## config.mk

```make
export PLATFORM = sky130hd
export DESIGN_NAME = vita_tx_top
export DESIGN_NICKNAME = d
export VERILOG_FILES = /design/src/hdl/vita_tx_pkg.sv /design/src/hdl/tx_setting_regs.sv /design/src/hdl/vita_tx_deframer.sv /design/src/hdl/sample_line_queue.sv /design/src/hdl/sample_bus_arbiter.sv /design/src/hdl/vita_tx_top.sv
export SDC_FILE = /design/constraint.sdc
export NUM_CORES = 2
export LEC_CHECK = 0
export ABC_CLOCK_PERIOD_IN_PS = 7300
export BUFFER_PORTS_ARGS = -buffer_cell sky130_fd_sc_hd__buf_4
export CAP_MARGIN = 20
export CORE_MARGIN = 2
export CORE_UTILIZATION = 48
export CTS_CLUSTER_SIZE = 25
export DETAILED_ROUTE_END_ITERATION = 8
export MAX_ROUTING_LAYER = met4
export PLACE_DENSITY = 0.67
export SYNTH_ARGS = -nofsm -noshare
export SYNTH_HDL_FRONTEND = slang
export SYNTH_HIERARCHICAL = 1
export SYNTH_SLANG_ARGS = --single-unit
```

## constraint.sdc

```tcl
create_clock -name clk -period 7.3 [get_ports clk]
set_input_delay 2.19 -clock clk [delete_from_list [all_inputs] [get_ports clk]]
set_output_delay 2.19 -clock clk [all_outputs]
set_load 0.01 [all_outputs]
```

## src/hdl/vita_tx_pkg.sv

```systemverilog
`default_nettype none

package vita_tx_pkg;

   // one input word, read as a vita header or as an i/q sample
   typedef union packed {
      struct packed {
         logic [3:0]  pkt_type;  // 0001 -> stream id follows
         logic        has_classid;
         logic        has_trailer;
         logic        sob;
         logic        eob;
         logic [1:0]  tsi;       // nonzero -> seconds word
         logic [1:0]  tsf;       // nonzero -> two tics words
         logic [3:0]  seqnum;
         logic [15:0] pkt_len;   // words incl. header
      } hdr;
      struct packed {
         logic [15:0] i_val;
         logic [15:0] q_val;
      } smp;
   } vita_word_u;

   localparam int MAX_CHAN = 4;
   localparam int LINE_W   = 32 * MAX_CHAN;

   localparam logic [7:0] SET_ADDR_CHAN0 = 8'h20;
   localparam logic [7:0] SET_ADDR_CHAN1 = 8'h21;

   localparam int QUEUE_DEPTH = 4;
   localparam int PTR_W       = $clog2(QUEUE_DEPTH);
   // samples, send time, seqnum and five flags
   localparam int ENTRY_W     = LINE_W + 64 + 4 + 5;

   localparam logic [3:0] ST_HEADER   = 4'd0;
   localparam logic [3:0] ST_STREAMID = 4'd1;
   localparam logic [3:0] ST_CLASSID  = 4'd2;
   localparam logic [3:0] ST_CLASSID2 = 4'd3;
   localparam logic [3:0] ST_SECS     = 4'd4;
   localparam logic [3:0] ST_TICS     = 4'd5;
   localparam logic [3:0] ST_TICS2    = 4'd6;
   localparam logic [3:0] ST_PAYLOAD  = 4'd7;
   localparam logic [3:0] ST_STORE    = 4'd8;
   localparam logic [3:0] ST_TRAILER  = 4'd9;

endpackage

`default_nettype wire

```

## src/hdl/tx_setting_regs.sv

```systemverilog
`timescale 1ns/10ps
`default_nettype none

module tx_setting_regs import vita_tx_pkg::*;
(
   input  wire         clk,
   input  wire         arst_n_i,
   input  wire         set_stb_i,
   input  wire  [7:0]  set_addr_i,
   input  wire  [31:0] set_data_i,
   output logic [1:0]  numchan0_o,
   output logic [1:0]  numchan1_o,
   output logic        enable0_o,
   output logic        enable1_o
);

   always_ff @(posedge clk or negedge arst_n_i)
   begin
      if (!arst_n_i)
      begin
         numchan0_o <= 2'd0;  // one channel
         numchan1_o <= 2'd0;
         enable0_o  <= 1'b0;
         enable1_o  <= 1'b0;
      end
      else if (set_stb_i)
      begin
         if (set_addr_i == SET_ADDR_CHAN0)
         begin
            numchan0_o <= set_data_i[1:0];
            enable0_o  <= set_data_i[31];
         end
         if (set_addr_i == SET_ADDR_CHAN1)
         begin
            numchan1_o <= set_data_i[1:0];
            enable1_o  <= set_data_i[31];
         end
      end
   end

endmodule

`default_nettype wire

```

## src/hdl/vita_tx_deframer.sv

```systemverilog
`timescale 1ns/10ps
`default_nettype none

module vita_tx_deframer import vita_tx_pkg::*;
(
   input  wire               clk,
   input  wire               arst_n_i,
   input  wire               enable_i,
   input  wire  [1:0]        numchan_i,
   input  wire  [31:0]       pkt_data_i,
   input  wire               pkt_eof_i,
   input  wire               pkt_valid_i,
   output logic              pkt_ready_o,
   output logic [LINE_W-1:0] line_samples_o,
   output logic [63:0]       line_send_time_o,
   output logic [3:0]        line_seqnum_o,
   output logic              line_send_at_o,
   output logic              line_sob_o,
   output logic              line_eob_o,
   output logic              line_eop_o,
   output logic              line_seq_err_o,
   output logic              line_valid_o,
   input  wire               line_ready_i
);

   vita_word_u        word;
   logic [3:0]        state;
   logic [1:0]        phase;
   logic [1:0]        numchan_r;
   logic [15:0]       rem_cnt;  // packet words still to come
   logic              cid_r, secs_r, tics_r, trailer_r, sob_r, eob_r;
   logic              eop_r, eof_r, seq_err_r;
   logic [3:0]        seqnum_r;
   logic [63:0]       send_time;
   logic [LINE_W-1:0] samples;
   logic              xfer, last_pld, line_end;

   // first optional header word still pending, else payload
   function automatic logic [3:0] opt_next(input logic cid, input logic secs, input logic tics);
      if (cid)
         return ST_CLASSID;
      if (secs)
         return ST_SECS;
      if (tics)
         return ST_TICS;
      return ST_PAYLOAD;
   endfunction

   assign word     = pkt_data_i;
   assign xfer     = pkt_valid_i & pkt_ready_o;
   assign last_pld = rem_cnt == (trailer_r ? 16'd2 : 16'd1);
   assign line_end = (phase == numchan_r) | last_pld | pkt_eof_i;

   always_ff @(posedge clk or negedge arst_n_i)
   begin
      if (!arst_n_i)
      begin
         state     <= ST_HEADER;
         phase     <= 2'd0;
         numchan_r <= 2'd0;
         rem_cnt   <= 16'd0;
         {cid_r, secs_r, tics_r, trailer_r, sob_r, eob_r} <= '0;
         {eop_r, eof_r, seq_err_r} <= '0;
         seqnum_r  <= 4'd0;
      end
      else if (!enable_i)
      begin
         state    <= ST_HEADER;  // disable acts as a clear
         phase    <= 2'd0;
         seqnum_r <= 4'd0;
      end
      else if (state == ST_STORE)
      begin
         if (line_ready_i)
         begin
            if (!eop_r)
               state <= ST_PAYLOAD;
            else if (trailer_r && !eof_r)
               state <= ST_TRAILER;
            else
               state <= ST_HEADER;
         end
      end
      else if (xfer)
      begin
         if (state != ST_HEADER)
            rem_cnt <= rem_cnt - 16'd1;
         case (state)
            ST_HEADER:
            begin
               cid_r     <= word.hdr.has_classid;
               secs_r    <= |word.hdr.tsi;
               tics_r    <= |word.hdr.tsf;
               trailer_r <= word.hdr.has_trailer;
               sob_r     <= word.hdr.sob;
               eob_r     <= word.hdr.eob;
               rem_cnt   <= word.hdr.pkt_len - 16'd1;
               numchan_r <= numchan_i;
               phase     <= 2'd0;
               seqnum_r  <= word.hdr.seqnum;
               seq_err_r <= word.hdr.seqnum != seqnum_r + 4'd1;
               if (word.hdr.pkt_type == 4'b0001)
                  state <= ST_STREAMID;
               else
                  state <= opt_next(word.hdr.has_classid, |word.hdr.tsi, |word.hdr.tsf);
            end
            ST_STREAMID: state <= opt_next(cid_r, secs_r, tics_r);
            ST_CLASSID:  state <= ST_CLASSID2;
            ST_CLASSID2: state <= opt_next(1'b0, secs_r, tics_r);
            ST_SECS:     state <= opt_next(1'b0, 1'b0, tics_r);
            ST_TICS:     state <= ST_TICS2;
            ST_TICS2:    state <= ST_PAYLOAD;
            ST_PAYLOAD:
            begin
               if (line_end)
               begin
                  phase <= 2'd0;
                  eop_r <= last_pld | pkt_eof_i;
                  eof_r <= pkt_eof_i;
                  state <= ST_STORE;
               end
               else
                  phase <= phase + 2'd1;
            end
            default:     state <= ST_HEADER;  // trailer word
         endcase
      end
   end

   always_ff @(posedge clk)
   begin
      if (xfer)
      begin
         case (state)
            ST_HEADER: send_time <= 64'd0;
            ST_SECS:   send_time[63:32] <= word;
            ST_TICS2:  send_time[31:0] <= word;
            ST_PAYLOAD:
            begin
               if (phase == 2'd0)
                  samples <= {{(LINE_W-32){1'b0}}, word.smp};  // unused lanes stay zero
               else
                  samples[32*phase +: 32] <= word.smp;
            end
            default: ;
         endcase
      end
   end

   assign pkt_ready_o      = enable_i & (state != ST_STORE);
   assign line_valid_o     = enable_i & (state == ST_STORE);
   assign line_samples_o   = samples;
   assign line_send_time_o = send_time;
   assign line_seqnum_o    = seqnum_r;
   assign line_send_at_o   = secs_r;
   assign line_sob_o       = sob_r;
   assign line_eob_o       = eob_r;
   assign line_eop_o       = eop_r;
   assign line_seq_err_o   = seq_err_r;

endmodule

`default_nettype wire

```

## src/hdl/sample_line_queue.sv

```systemverilog
`timescale 1ns/10ps
`default_nettype none

module sample_line_queue import vita_tx_pkg::*;
(
   input  wire               clk,
   input  wire               arst_n_i,
   input  wire  [LINE_W-1:0] samples_i,
   input  wire  [63:0]       send_time_i,
   input  wire  [3:0]        seqnum_i,
   input  wire               send_at_i,
   input  wire               sob_i,
   input  wire               eob_i,
   input  wire               eop_i,
   input  wire               seq_err_i,
   input  wire               in_valid_i,
   output logic              in_ready_o,
   output logic [LINE_W-1:0] samples_o,
   output logic [63:0]       send_time_o,
   output logic [3:0]        seqnum_o,
   output logic              send_at_o,
   output logic              sob_o,
   output logic              eob_o,
   output logic              eop_o,
   output logic              seq_err_o,
   output logic              out_valid_o,
   input  wire               out_ready_i
);

   logic [ENTRY_W-1:0] mem [QUEUE_DEPTH];
   logic [PTR_W-1:0]   wr_ptr, rd_ptr;
   logic [PTR_W:0]     count;
   logic               push, pop;

   assign in_ready_o  = count != (PTR_W+1)'(QUEUE_DEPTH);
   assign out_valid_o = count != '0;
   assign push        = in_valid_i & in_ready_o;
   assign pop         = out_valid_o & out_ready_i;

   always_ff @(posedge clk)
   begin
      if (push)
         mem[wr_ptr] <= {samples_i, send_time_i, seqnum_i, send_at_i, sob_i, eob_i, eop_i,
                         seq_err_i};
   end

   always_ff @(posedge clk or negedge arst_n_i)
   begin
      if (!arst_n_i)
      begin
         wr_ptr <= '0;
         rd_ptr <= '0;
         count  <= '0;
      end
      else
      begin
         if (push)
            wr_ptr <= wr_ptr + 1'b1;  // depth is a power of two
         if (pop)
            rd_ptr <= rd_ptr + 1'b1;
         if (push && !pop)
            count <= count + 1'b1;
         else if (pop && !push)
            count <= count - 1'b1;
      end
   end

   // fall-through read of the head entry
   assign {samples_o, send_time_o, seqnum_o, send_at_o, sob_o, eob_o, eop_o, seq_err_o} =
      mem[rd_ptr];

endmodule

`default_nettype wire

```

## src/hdl/sample_bus_arbiter.sv

```systemverilog
`timescale 1ns/10ps
`default_nettype none

module sample_bus_arbiter import vita_tx_pkg::*;
(
   input  wire               clk,
   input  wire               arst_n_i,
   input  wire  [LINE_W-1:0] q0_samples_i,
   input  wire  [63:0]       q0_send_time_i,
   input  wire  [3:0]        q0_seqnum_i,
   input  wire               q0_send_at_i,
   input  wire               q0_sob_i,
   input  wire               q0_eob_i,
   input  wire               q0_eop_i,
   input  wire               q0_seq_err_i,
   input  wire               q0_valid_i,
   output logic              q0_ready_o,
   input  wire  [LINE_W-1:0] q1_samples_i,
   input  wire  [63:0]       q1_send_time_i,
   input  wire  [3:0]        q1_seqnum_i,
   input  wire               q1_send_at_i,
   input  wire               q1_sob_i,
   input  wire               q1_eob_i,
   input  wire               q1_eop_i,
   input  wire               q1_seq_err_i,
   input  wire               q1_valid_i,
   output logic              q1_ready_o,
   output logic [LINE_W-1:0] smp_data_o,
   output logic [63:0]       smp_send_time_o,
   output logic [3:0]        smp_seqnum_o,
   output logic              smp_send_at_o,
   output logic              smp_sob_o,
   output logic              smp_eob_o,
   output logic              smp_eop_o,
   output logic              smp_seq_err_o,
   output logic              smp_src_o,
   output logic              smp_valid_o,
   input  wire               smp_ready_i
);

   logic last_grant;
   logic locked;
   logic sel;

   always_comb
   begin
      if (locked)
         sel = last_grant;
      else if (q0_valid_i && q1_valid_i)
         sel = ~last_grant;  // alternate when both wait
      else
         sel = q1_valid_i;
   end

   assign smp_src_o       = sel;
   assign smp_valid_o     = sel ? q1_valid_i : q0_valid_i;
   assign smp_data_o      = sel ? q1_samples_i : q0_samples_i;
   assign smp_send_time_o = sel ? q1_send_time_i : q0_send_time_i;
   assign smp_seqnum_o    = sel ? q1_seqnum_i : q0_seqnum_i;
   assign smp_send_at_o   = sel ? q1_send_at_i : q0_send_at_i;
   assign smp_sob_o       = sel ? q1_sob_i : q0_sob_i;
   assign smp_eob_o       = sel ? q1_eob_i : q0_eob_i;
   assign smp_eop_o       = sel ? q1_eop_i : q0_eop_i;
   assign smp_seq_err_o   = sel ? q1_seq_err_i : q0_seq_err_i;
   assign q0_ready_o      = ~sel & smp_ready_i;
   assign q1_ready_o      = sel & smp_ready_i;

   // lock as soon as a line is offered, so the bus stays stable until taken
   always_ff @(posedge clk or negedge arst_n_i)
   begin
      if (!arst_n_i)
      begin
         last_grant <= 1'b1;  // stream 0 wins the first tie
         locked     <= 1'b0;
      end
      else if (smp_valid_o)
      begin
         last_grant <= sel;
         locked     <= ~(smp_ready_i & smp_eop_o);
      end
   end

endmodule

`default_nettype wire

```

## src/hdl/vita_tx_top.sv

```systemverilog
`timescale 1ns/10ps
`default_nettype none

module vita_tx_top import vita_tx_pkg::*;
(
   input  wire               clk,
   input  wire               arst_n_i,
   input  wire               set_stb_i,
   input  wire  [7:0]        set_addr_i,
   input  wire  [31:0]       set_data_i,
   input  wire  [31:0]       pkt_data_0_i,
   input  wire               pkt_eof_0_i,
   input  wire               pkt_valid_0_i,
   output logic              pkt_ready_0_o,
   input  wire  [31:0]       pkt_data_1_i,
   input  wire               pkt_eof_1_i,
   input  wire               pkt_valid_1_i,
   output logic              pkt_ready_1_o,
   output logic [LINE_W-1:0] smp_data_o,
   output logic [63:0]       smp_send_time_o,
   output logic [3:0]        smp_seqnum_o,
   output logic              smp_send_at_o,
   output logic              smp_sob_o,
   output logic              smp_eob_o,
   output logic              smp_eop_o,
   output logic              smp_seq_err_o,
   output logic              smp_src_o,
   output logic              smp_valid_o,
   input  wire               smp_ready_i
);

   logic [1:0]        numchan0, numchan1;
   logic              enable0, enable1;
   // deframer to queue
   logic [LINE_W-1:0] l0_samples, l1_samples;
   logic [63:0]       l0_time, l1_time;
   logic [3:0]        l0_seq, l1_seq;
   logic              l0_send_at, l0_sob, l0_eob, l0_eop, l0_seq_err, l0_valid, l0_ready;
   logic              l1_send_at, l1_sob, l1_eob, l1_eop, l1_seq_err, l1_valid, l1_ready;
   // queue to arbiter
   logic [LINE_W-1:0] q0_samples, q1_samples;
   logic [63:0]       q0_time, q1_time;
   logic [3:0]        q0_seq, q1_seq;
   logic              q0_send_at, q0_sob, q0_eob, q0_eop, q0_seq_err, q0_valid, q0_ready;
   logic              q1_send_at, q1_sob, q1_eob, q1_eop, q1_seq_err, q1_valid, q1_ready;

   tx_setting_regs setting_regs (
      .clk(clk), .arst_n_i(arst_n_i),
      .set_stb_i(set_stb_i), .set_addr_i(set_addr_i), .set_data_i(set_data_i),
      .numchan0_o(numchan0), .numchan1_o(numchan1),
      .enable0_o(enable0), .enable1_o(enable1)
   );

   vita_tx_deframer deframer0 (
      .clk(clk), .arst_n_i(arst_n_i), .enable_i(enable0), .numchan_i(numchan0),
      .pkt_data_i(pkt_data_0_i), .pkt_eof_i(pkt_eof_0_i),
      .pkt_valid_i(pkt_valid_0_i), .pkt_ready_o(pkt_ready_0_o),
      .line_samples_o(l0_samples), .line_send_time_o(l0_time), .line_seqnum_o(l0_seq),
      .line_send_at_o(l0_send_at), .line_sob_o(l0_sob), .line_eob_o(l0_eob),
      .line_eop_o(l0_eop), .line_seq_err_o(l0_seq_err),
      .line_valid_o(l0_valid), .line_ready_i(l0_ready)
   );

   vita_tx_deframer deframer1 (
      .clk(clk), .arst_n_i(arst_n_i), .enable_i(enable1), .numchan_i(numchan1),
      .pkt_data_i(pkt_data_1_i), .pkt_eof_i(pkt_eof_1_i),
      .pkt_valid_i(pkt_valid_1_i), .pkt_ready_o(pkt_ready_1_o),
      .line_samples_o(l1_samples), .line_send_time_o(l1_time), .line_seqnum_o(l1_seq),
      .line_send_at_o(l1_send_at), .line_sob_o(l1_sob), .line_eob_o(l1_eob),
      .line_eop_o(l1_eop), .line_seq_err_o(l1_seq_err),
      .line_valid_o(l1_valid), .line_ready_i(l1_ready)
   );

   sample_line_queue queue0 (
      .clk(clk), .arst_n_i(arst_n_i),
      .samples_i(l0_samples), .send_time_i(l0_time), .seqnum_i(l0_seq),
      .send_at_i(l0_send_at), .sob_i(l0_sob), .eob_i(l0_eob), .eop_i(l0_eop),
      .seq_err_i(l0_seq_err), .in_valid_i(l0_valid), .in_ready_o(l0_ready),
      .samples_o(q0_samples), .send_time_o(q0_time), .seqnum_o(q0_seq),
      .send_at_o(q0_send_at), .sob_o(q0_sob), .eob_o(q0_eob), .eop_o(q0_eop),
      .seq_err_o(q0_seq_err), .out_valid_o(q0_valid), .out_ready_i(q0_ready)
   );

   sample_line_queue queue1 (
      .clk(clk), .arst_n_i(arst_n_i),
      .samples_i(l1_samples), .send_time_i(l1_time), .seqnum_i(l1_seq),
      .send_at_i(l1_send_at), .sob_i(l1_sob), .eob_i(l1_eob), .eop_i(l1_eop),
      .seq_err_i(l1_seq_err), .in_valid_i(l1_valid), .in_ready_o(l1_ready),
      .samples_o(q1_samples), .send_time_o(q1_time), .seqnum_o(q1_seq),
      .send_at_o(q1_send_at), .sob_o(q1_sob), .eob_o(q1_eob), .eop_o(q1_eop),
      .seq_err_o(q1_seq_err), .out_valid_o(q1_valid), .out_ready_i(q1_ready)
   );

   sample_bus_arbiter arbiter (
      .clk(clk), .arst_n_i(arst_n_i),
      .q0_samples_i(q0_samples), .q0_send_time_i(q0_time), .q0_seqnum_i(q0_seq),
      .q0_send_at_i(q0_send_at), .q0_sob_i(q0_sob), .q0_eob_i(q0_eob),
      .q0_eop_i(q0_eop), .q0_seq_err_i(q0_seq_err),
      .q0_valid_i(q0_valid), .q0_ready_o(q0_ready),
      .q1_samples_i(q1_samples), .q1_send_time_i(q1_time), .q1_seqnum_i(q1_seq),
      .q1_send_at_i(q1_send_at), .q1_sob_i(q1_sob), .q1_eob_i(q1_eob),
      .q1_eop_i(q1_eop), .q1_seq_err_i(q1_seq_err),
      .q1_valid_i(q1_valid), .q1_ready_o(q1_ready),
      .smp_data_o(smp_data_o), .smp_send_time_o(smp_send_time_o),
      .smp_seqnum_o(smp_seqnum_o), .smp_send_at_o(smp_send_at_o),
      .smp_sob_o(smp_sob_o), .smp_eob_o(smp_eob_o), .smp_eop_o(smp_eop_o),
      .smp_seq_err_o(smp_seq_err_o), .smp_src_o(smp_src_o),
      .smp_valid_o(smp_valid_o), .smp_ready_i(smp_ready_i)
   );

endmodule

`default_nettype wire

```

# Word-level counts from Yosys, hierarchy flattened
# Memory sizes are Yosys's and may differ from the RTL's.
# Index checks and enable logic that the tools add are counted.
[totals]
wordCells = 402
inputBits = 112
ram_bits = 1608
n_memories = 2
ff_bits = 480
[mem_list]
columns = ["memory", "words", "width", "rd", "rd_clocked_by_memory_dff", "wr", "line_no", "text"]
rows = [
  ["queue0.mem", 4, 201, 1, 0, 1, "sample_line_queue.sv:30", "logic [ENTRY_W-1:0] mem [QUEUE_DEPTH];"],
  ["queue1.mem", 4, 201, 1, 0, 1, "sample_line_queue.sv:30", ""],
]
[op_classes]
n_mux = 209
add_sub_neg = 18
n_reduce_logical = 53
shifts = 4
n_eq_ne = 44
bitwise = 24
[ops]
columns = ["op", "count"]
rows = [
  ["128-bit bitwise mux", 2],
  ["32-bit case mux with 2 select lines", 4],
  ["32-bit by 34-bit variable shift with 128-bit output (first input constant)", 2],
  ["32-bit by 34-bit variable part select with 128-bit output", 2],
  ["4-bit 2-to-1 mux", 61],
  ["128-bit 2-to-1 mux", 1],
  ["1-bit 2-to-1 mux", 116],
  ["7-bit negation with 34-bit output", 2],
  ["16-bit 2-to-1 mux", 4],
  ["32-bit 2-to-1 mux", 2],
  ["64-bit 2-to-1 mux", 1],
  ["4-bit case mux with 8 select lines", 2],
  ["16-bit by 1-bit subtractor with 16-bit output (second input constant)", 4],
  ["16-bit == test", 2],
  ["4-bit by 3-bit == test with 1-bit output (second input constant)", 8],
  ["2-bit 2-to-1 mux", 10],
  ["3-bit AND reduction", 6],
  ["4-bit by 1-bit == test with 1-bit output (second input constant)", 4],
  ["4-bit by 2-bit == test with 1-bit output (second input constant)", 4],
  ["8-bit by 6-bit == test with 1-bit output (second input constant)", 2],
  ["2-bit AND reduction", 8],
  ["4-bit AND reduction", 4],
  ["2-bit nonzero test", 8],
  ["1-bit AND", 13],
  ["other kinds (26)", 80],
]

# Logic depth before layout (Yosys ltp)
[depth]
ltp_word = 27
depth_mapped = 13
depth_no_buf = 11

# Modules after synthesis
# The synthesis kept the hierarchy.
[by_module_without_submodules]
columns = ["mod", "cells_per_inst", "instances", "area_each_um2"]
rows = [
  ["sample_line_queue", 1085, 2, 29428.2],
  ["vita_tx_deframer (deframer1)", 981, 1, 10930.5],
  ["vita_tx_deframer (deframer0)", 930, 1, 10767.8],
  ["sample_bus_arbiter", 240, 1, 2595.0],
  ["tx_setting_regs", 17, 1, 269.0],
]

# Worst setup path after synthesis
# Ideal clock, no wire load.
[synth_timing]
path_type = "input-to-reg"
from = "input pkt_valid_1_i"
to = "register deframer1.eop_r (netlist: deframer1/line_eop_o)"
setup_ns = 0.086
required_ns = 7.214
arrival_time_ns = 7.067
setup_slack_ns = 0.146
path_stages = 4
path_cell_list = "nand3_2 nor2_1 o21ai_0 nand2_1"
[synth_via]
elab_chain_cells = 2
[synth_lines]
columns = ["item", "line_no", "text"]
rows = [
  ["start: declaration", "vita_tx_top.sv:17", "input wire pkt_valid_1_i,"],
  ["1-bit AND", "vita_tx_deframer.sv:50", "assign xfer = pkt_valid_i & pkt_ready_o;"],
  ["5-bit AND reduction (no line)", "n/a", ""],
  ["end signal: assignment", "vita_tx_deframer.sv:118", "eop_r <= last_pld | pkt_eof_i;"],
  ["end: declaration", "vita_tx_deframer.sv:32", "logic eop_r, eof_r, seq_err_r;"],
]
# Every way passes these cells.
# A chain may end at the register's enable or synchronous reset.

# Worst setup path in the final report
[layout_timing]
from = "register queue1.count[1]"
to = "output smp_data_o[109]"
[layout_via]
elab_chain_cells = 5
[layout_lines]
columns = ["item", "line_no", "text"]
rows = [
  ["start: declaration", "sample_line_queue.sv:32", "logic [PTR_W:0] count;"],
  ["start signal: assignment", "sample_line_queue.sv:62", "count <= count + 1'b1;"],
  ["start signal: assignment", "sample_line_queue.sv:64", "count <= count - 1'b1;"],
  ["3-bit nonzero test (*)", "sample_line_queue.sv:36", "assign out_valid_o = count != '0;"],
  ["net q1_valid", "vita_tx_top.sv:45", "logic q1_send_at, q1_sob, q1_eob, q1_eop, q1_seq_err, q1_valid, q1_ready;"],
  ["1-bit logical AND", "sample_bus_arbiter.sv:49", "else if (q0_valid_i && q1_valid_i)"],
  ["1-bit 2-to-1 mux (*)", "sample_bus_arbiter.sv:49", ""],
  ["1-bit 2-to-1 mux (*)", "sample_bus_arbiter.sv:47", "if (locked)"],
  ["128-bit 2-to-1 mux (*)", "sample_bus_arbiter.sv:57", "assign smp_data_o = sel ? q1_samples_i : q0_samples_i;"],
  ["end: declaration", "vita_tx_top.sv:19", "output logic [LINE_W-1:0] smp_data_o,"],
]
# The timed path passes the listed nets; every way through them passes the cells marked *.

==> reports/results.tsv <==
stage	metric	value	unit
logic_synthesis	post-synthesis cell count	4338	
floorplan	I/O pin cnt	317	
place	RD Place Congestion	0.8506	
critical_path	library cell contributing the largest single delay on the critical path	sky130_fd_sc_hd__a21boi_4	
final_layout	Util after Layout	54.49	%
sta	final cycle utilization of the critical path	84.36	%
sta	RSZ-0062 raised after global routing	no	
logic_synthesis	netlist area before placement	0.08342	mm^2
sta	actual slew at the worst max-slew pin	1109	ps
cts	clock slew at reported path FFs	60	ps
floorplan	starting utilization of the core area	48.15	%
routing	wire per inst	31.70	um
power_and_ir_drop	internal power of the cells	18620	uW
sta	worst path setup slack after routing	1141	ps
cts	CTS Root Cell	sky130_fd_sc_hd__clkbuf_16	
place	Port Buffer Count	287	
final_layout	sequential cell area in the final layout	0.06224	mm^2
logic_synthesis	synthesized net count	4476	
routing	wirelength, routed	227.9	mm
floorplan	cell row count	153	
routing	1st-pass router iterations	6	
critical_path	Critical Path Max Stage Delay	790	ps
power_and_ir_drop	power spent charging and discharging nets	5004	uW
floorplan	core region area	0.1732	mm^2
power_and_ir_drop	ratio of total power to cell area	250.2	mW/mm^2
critical_path	Crit path top cell by count	sky130_fd_sc_hd__buf_4	
floorplan	DIE WIDTH	420.9	um
critical_path	kind of capture point of the worst setup path	primary output	
sta	final setup violation count	0	
worst_hold_path	class of the most critical hold timing path	register to register	
sta	slew margin rel.	26.04	%
logic_synthesis	number of enable flip-flop cells after synthesis	1992	
global_routing	vias in the first global route	43048	
run_status	result of the run	completed	
logic_synthesis	most used flip-flop cell after synthesis	sky130_fd_sc_hd__edfxtp_1	
routing	Via-to-Cell Ratio	6.064	
critical_path	cell breakdown of the critical path	or3_1, nor2b_1, a21boi_4, buf_4, mux2_1, buf_4	
cts	Post-CTS Hold Buffers	0	
routing	Via Count	43587	
final_layout	fraction of final layout cells with drive strength greater than 1	25.45	%
logic_synthesis	fraction of post-synthesis cell area in the top cell type by area	71.71	%
power_and_ir_drop	Overall Power	23620	uW
routing	iteration-0 DRC count of the detailed router	5569	
global_routing	global routing usage summed across all routing layers	26.65	%
routing	final routed DRC violation total	0	
critical_path	type of the worst setup path	register to primary output	
cts	# resized after CTS	0	
logic_synthesis	largest cells by area after synthesis	sky130_fd_sc_hd__edfxtp_1 (72%), sky130_fd_sc_hd__mux4_2 (11%), sky130_fd_sc_hd__dfrtp_1 (2.8%)	
power_and_ir_drop	leakage power	0.03268	uW
logic_synthesis	share of async-settable or async-resettable flops after synthesis	4.598	%
power_and_ir_drop	switching portion of total power	21.18	%
critical_path	nature of the critical path startpoint	register	
run	Max Cap Violations	0	
logic_synthesis	number of synthesized register bits	2088	
floorplan	die height	420.9	um
final_layout	multi-input gate area in the final layout	0.01975	mm^2
cts	TritonCTS clock tree	built	
logic_synthesis	sequential-to-total area share from yosys stat	74.59	%
sta	Max Clock Freq	162.4	MHz
logic_synthesis	Yosys cell types	94	
logic_synthesis	synth warn	6	
place	placement-stage worst setup slack	2001	ps
cts	number of levels the H-tree was split into	4	
sta	final-report hold violation count	0	
final_layout	area grow syn2layout	13.17	%
final_layout	total number of nets in the final design	4795	
sta	summed negative setup slack over all endpoints	0	ps
global_routing	antenna violations before repair	43	
sta	final critical delay including setup and external delays	6159	ps
global_routing	wire length of the first global-routing pass	318.7	mm
cts	Post CTS Setup Buffer Count	0	
final_layout	FILL cells	13179	
cts	source-to-sink clock delay at the later pin of the worst-skew pair	860	ps
cts	clk buf depth	3	
sta	Fin Hold WS	460.9	ps
power_and_ir_drop	register share of total power	55.9	%
critical_path	arrival time worst endpoint	3970	ps
sta	clock tree skew after final layout	62.14	ps
global_routing	maximum number of pins on one net before global-route repair	82	
sta	total count of max-transition violations in the final report	0	
routing	count of nets left with antenna violations after detail routing	0	
critical_path	maximum net fanout on the critical path	23	
power_and_ir_drop	Worst VDD drop	0.2729	mV
critical_path	required arrival time at the worst endpoint	5110	ps
power_and_ir_drop	share of total power in the clock network	41.7	%
place	sum of net half-perimeters after detailed placement	127.1	mm
logic_synthesis	mean instance size in the synthesized netlist	19.23	um^2
logic_synthesis	dominant cell type by area after synthesis	sky130_fd_sc_hd__edfxtp_1	
cts	number of clock buffers inserted by TritonCTS	202	
cts	Sinks on Clock Net	2088	
global_routing	aggregate global routing overflow	0	
power_and_ir_drop	fraction of power consumed by combinational cells	2.5	%
floorplan	full die area	0.1771	mm^2
==> cell type report <==
type / instances / area share (%)
Antenna cell: 42 / 0.1113
Clock inverter: 108 / 0.9052
Inverter: 21 / 0.08880
Sequential cell: 2088 / 65.92
Timing Repair Buffer: 378 / 3.332
Tap cell: 2325 / 3.081
Multi-Input combinational cell: 1966 / 20.92
Clock buffer: 260 / 5.639
==> sequential cells by signal, indices dropped and copies added, names as in the netlist, 4 cells and up <==
signal and flops:
deframer0/line_samples_o 128, deframer0/line_send_time_o 64, deframer0/line_seqnum_o 4, deframer0/rem_cnt 16
deframer0/state 4, deframer1/line_samples_o 128, deframer1/line_send_time_o 64, deframer1/line_seqnum_o 4
deframer1/rem_cnt 16, deframer1/state 4, queue0/mem 804, queue1/mem 804
==> metal layers <==
metal	share of wire, %	vias up	GRT usage, %
li1	-	17880	-
met1	38	22969	34.95
met2	50	2374	42.03
met3	9.5	364	4.921
met4	2.9	0	9.629
met5	0	-	-
==> cells in the final DEF, fill, tap and decap left out, types with 29 or more instances in the layout <==
cell                           n
sky130_fd_sc_hd__diode_2      42
sky130_fd_sc_hd__mux4_2      402
sky130_fd_sc_hd__buf_4       353
sky130_fd_sc_hd__clkinv_1     53
sky130_fd_sc_hd__and2_1      198
sky130_fd_sc_hd__nor2_1      242
sky130_fd_sc_hd__a21oi_1     217
sky130_fd_sc_hd__clkbuf_16   203
sky130_fd_sc_hd__nor2b_1     187
sky130_fd_sc_hd__o21ai_0      30
sky130_fd_sc_hd__clkbuf_1     54
sky130_fd_sc_hd__dfrtp_1      91
sky130_fd_sc_hd__nor3_1       31
sky130_fd_sc_hd__clkinv_2     29
sky130_fd_sc_hd__mux2_1      107
sky130_fd_sc_hd__nand2_1      88
sky130_fd_sc_hd__mux2_2      114
sky130_fd_sc_hd__edfxtp_1   1992
==> critical path, delay by kind of cell (launching register included) <==
family | cells | cell delay [ps]
mux | 1 | 460
compound gates | 1 | 790
simple gates | 2 | 730
flops | 1 | 420
buf+inv | 2 | 700
==> power by group through the flow <==
stage / combinational, uW / clock (uW) / sequential (uW)
2_1_floorplan: 285 / 0 / 13400
3_3_place_gp: 570 / 0 / 13400
5_1_grt: 617 / 10400 / 13200
3_5_place_dp: 579 / 0 / 13400
4_1_cts: 580 / 9960 / 13200
6_report: 584 / 9840 / 13200
==> cells in the mapped netlist, types with 33 or more instances <==
master,n
sky130_fd_sc_hd__dfrtp_1,95
sky130_fd_sc_hd__mux2_2,114
sky130_fd_sc_hd__nor2_1,246
sky130_fd_sc_hd__mux2_1,107
sky130_fd_sc_hd__nand2_1,88
sky130_fd_sc_hd__a21oi_1,217
sky130_fd_sc_hd__buf_2,59
sky130_fd_sc_hd__and2_1,207
sky130_fd_sc_hd__mux4_2,402
sky130_fd_sc_hd__nor3_1,33
sky130_fd_sc_hd__clkbuf_1,135
sky130_fd_sc_hd__nor2b_1,187
sky130_fd_sc_hd__edfxtp_1,1992
sky130_fd_sc_hd__buf_6,55
==> stage by stage <==
stage,cells,cell area [um^2]
floorplan,4338,83420
global placement,6777,88110
detailed placement,6778,88120
CTS,7146,94300
global route,7158,94330
finish,7188,94410
==> cell families (layout without fill, tap and decap cells) <==
| group | count (synthesis) | in the layout | synth area share [%] |
|---|---|---|---|
| multiplexers | 653 | 653 | 14.23 |
| XOR/XNOR | 33 | 33 | 0.3465 |
| adder cells (fa/ha/maj) | 26 | 26 | 0.4080 |
| AO/OA/AOI/OAI | 377 | 377 | 2.773 |
| other | 0 | 42 | 0 |
| AND/OR/NAND/NOR | 877 | 877 | 5.728 |
| flip-flops | 2088 | 2088 | 74.59 |
| buffers and inverters | 284 | 767 | 1.929 |
==> path summary, 6_finish.rpt <==
kind                                               start                         end  slack [ps]  cells past startpoint
min                        deframer1/line_send_time_o[0]            queue1/mem[2][9]         460                      0
max                                      queue1/count[1]             smp_data_o[109]        1140                      6
max in group asynchronous                       arst_n_i       deframer1/rem_cnt[12]        4710                      2
min reg2reg                deframer1/line_send_time_o[0]            queue1/mem[2][9]         460                      0
max reg2reg                           deframer0/state[3]          queue0/mem[2][117]        3050                      5
min in group asynchronous                       arst_n_i  setting_regs/numchan0_o[1]        1380                      1
No activity file was read; power rests on OpenSTA's default activity.
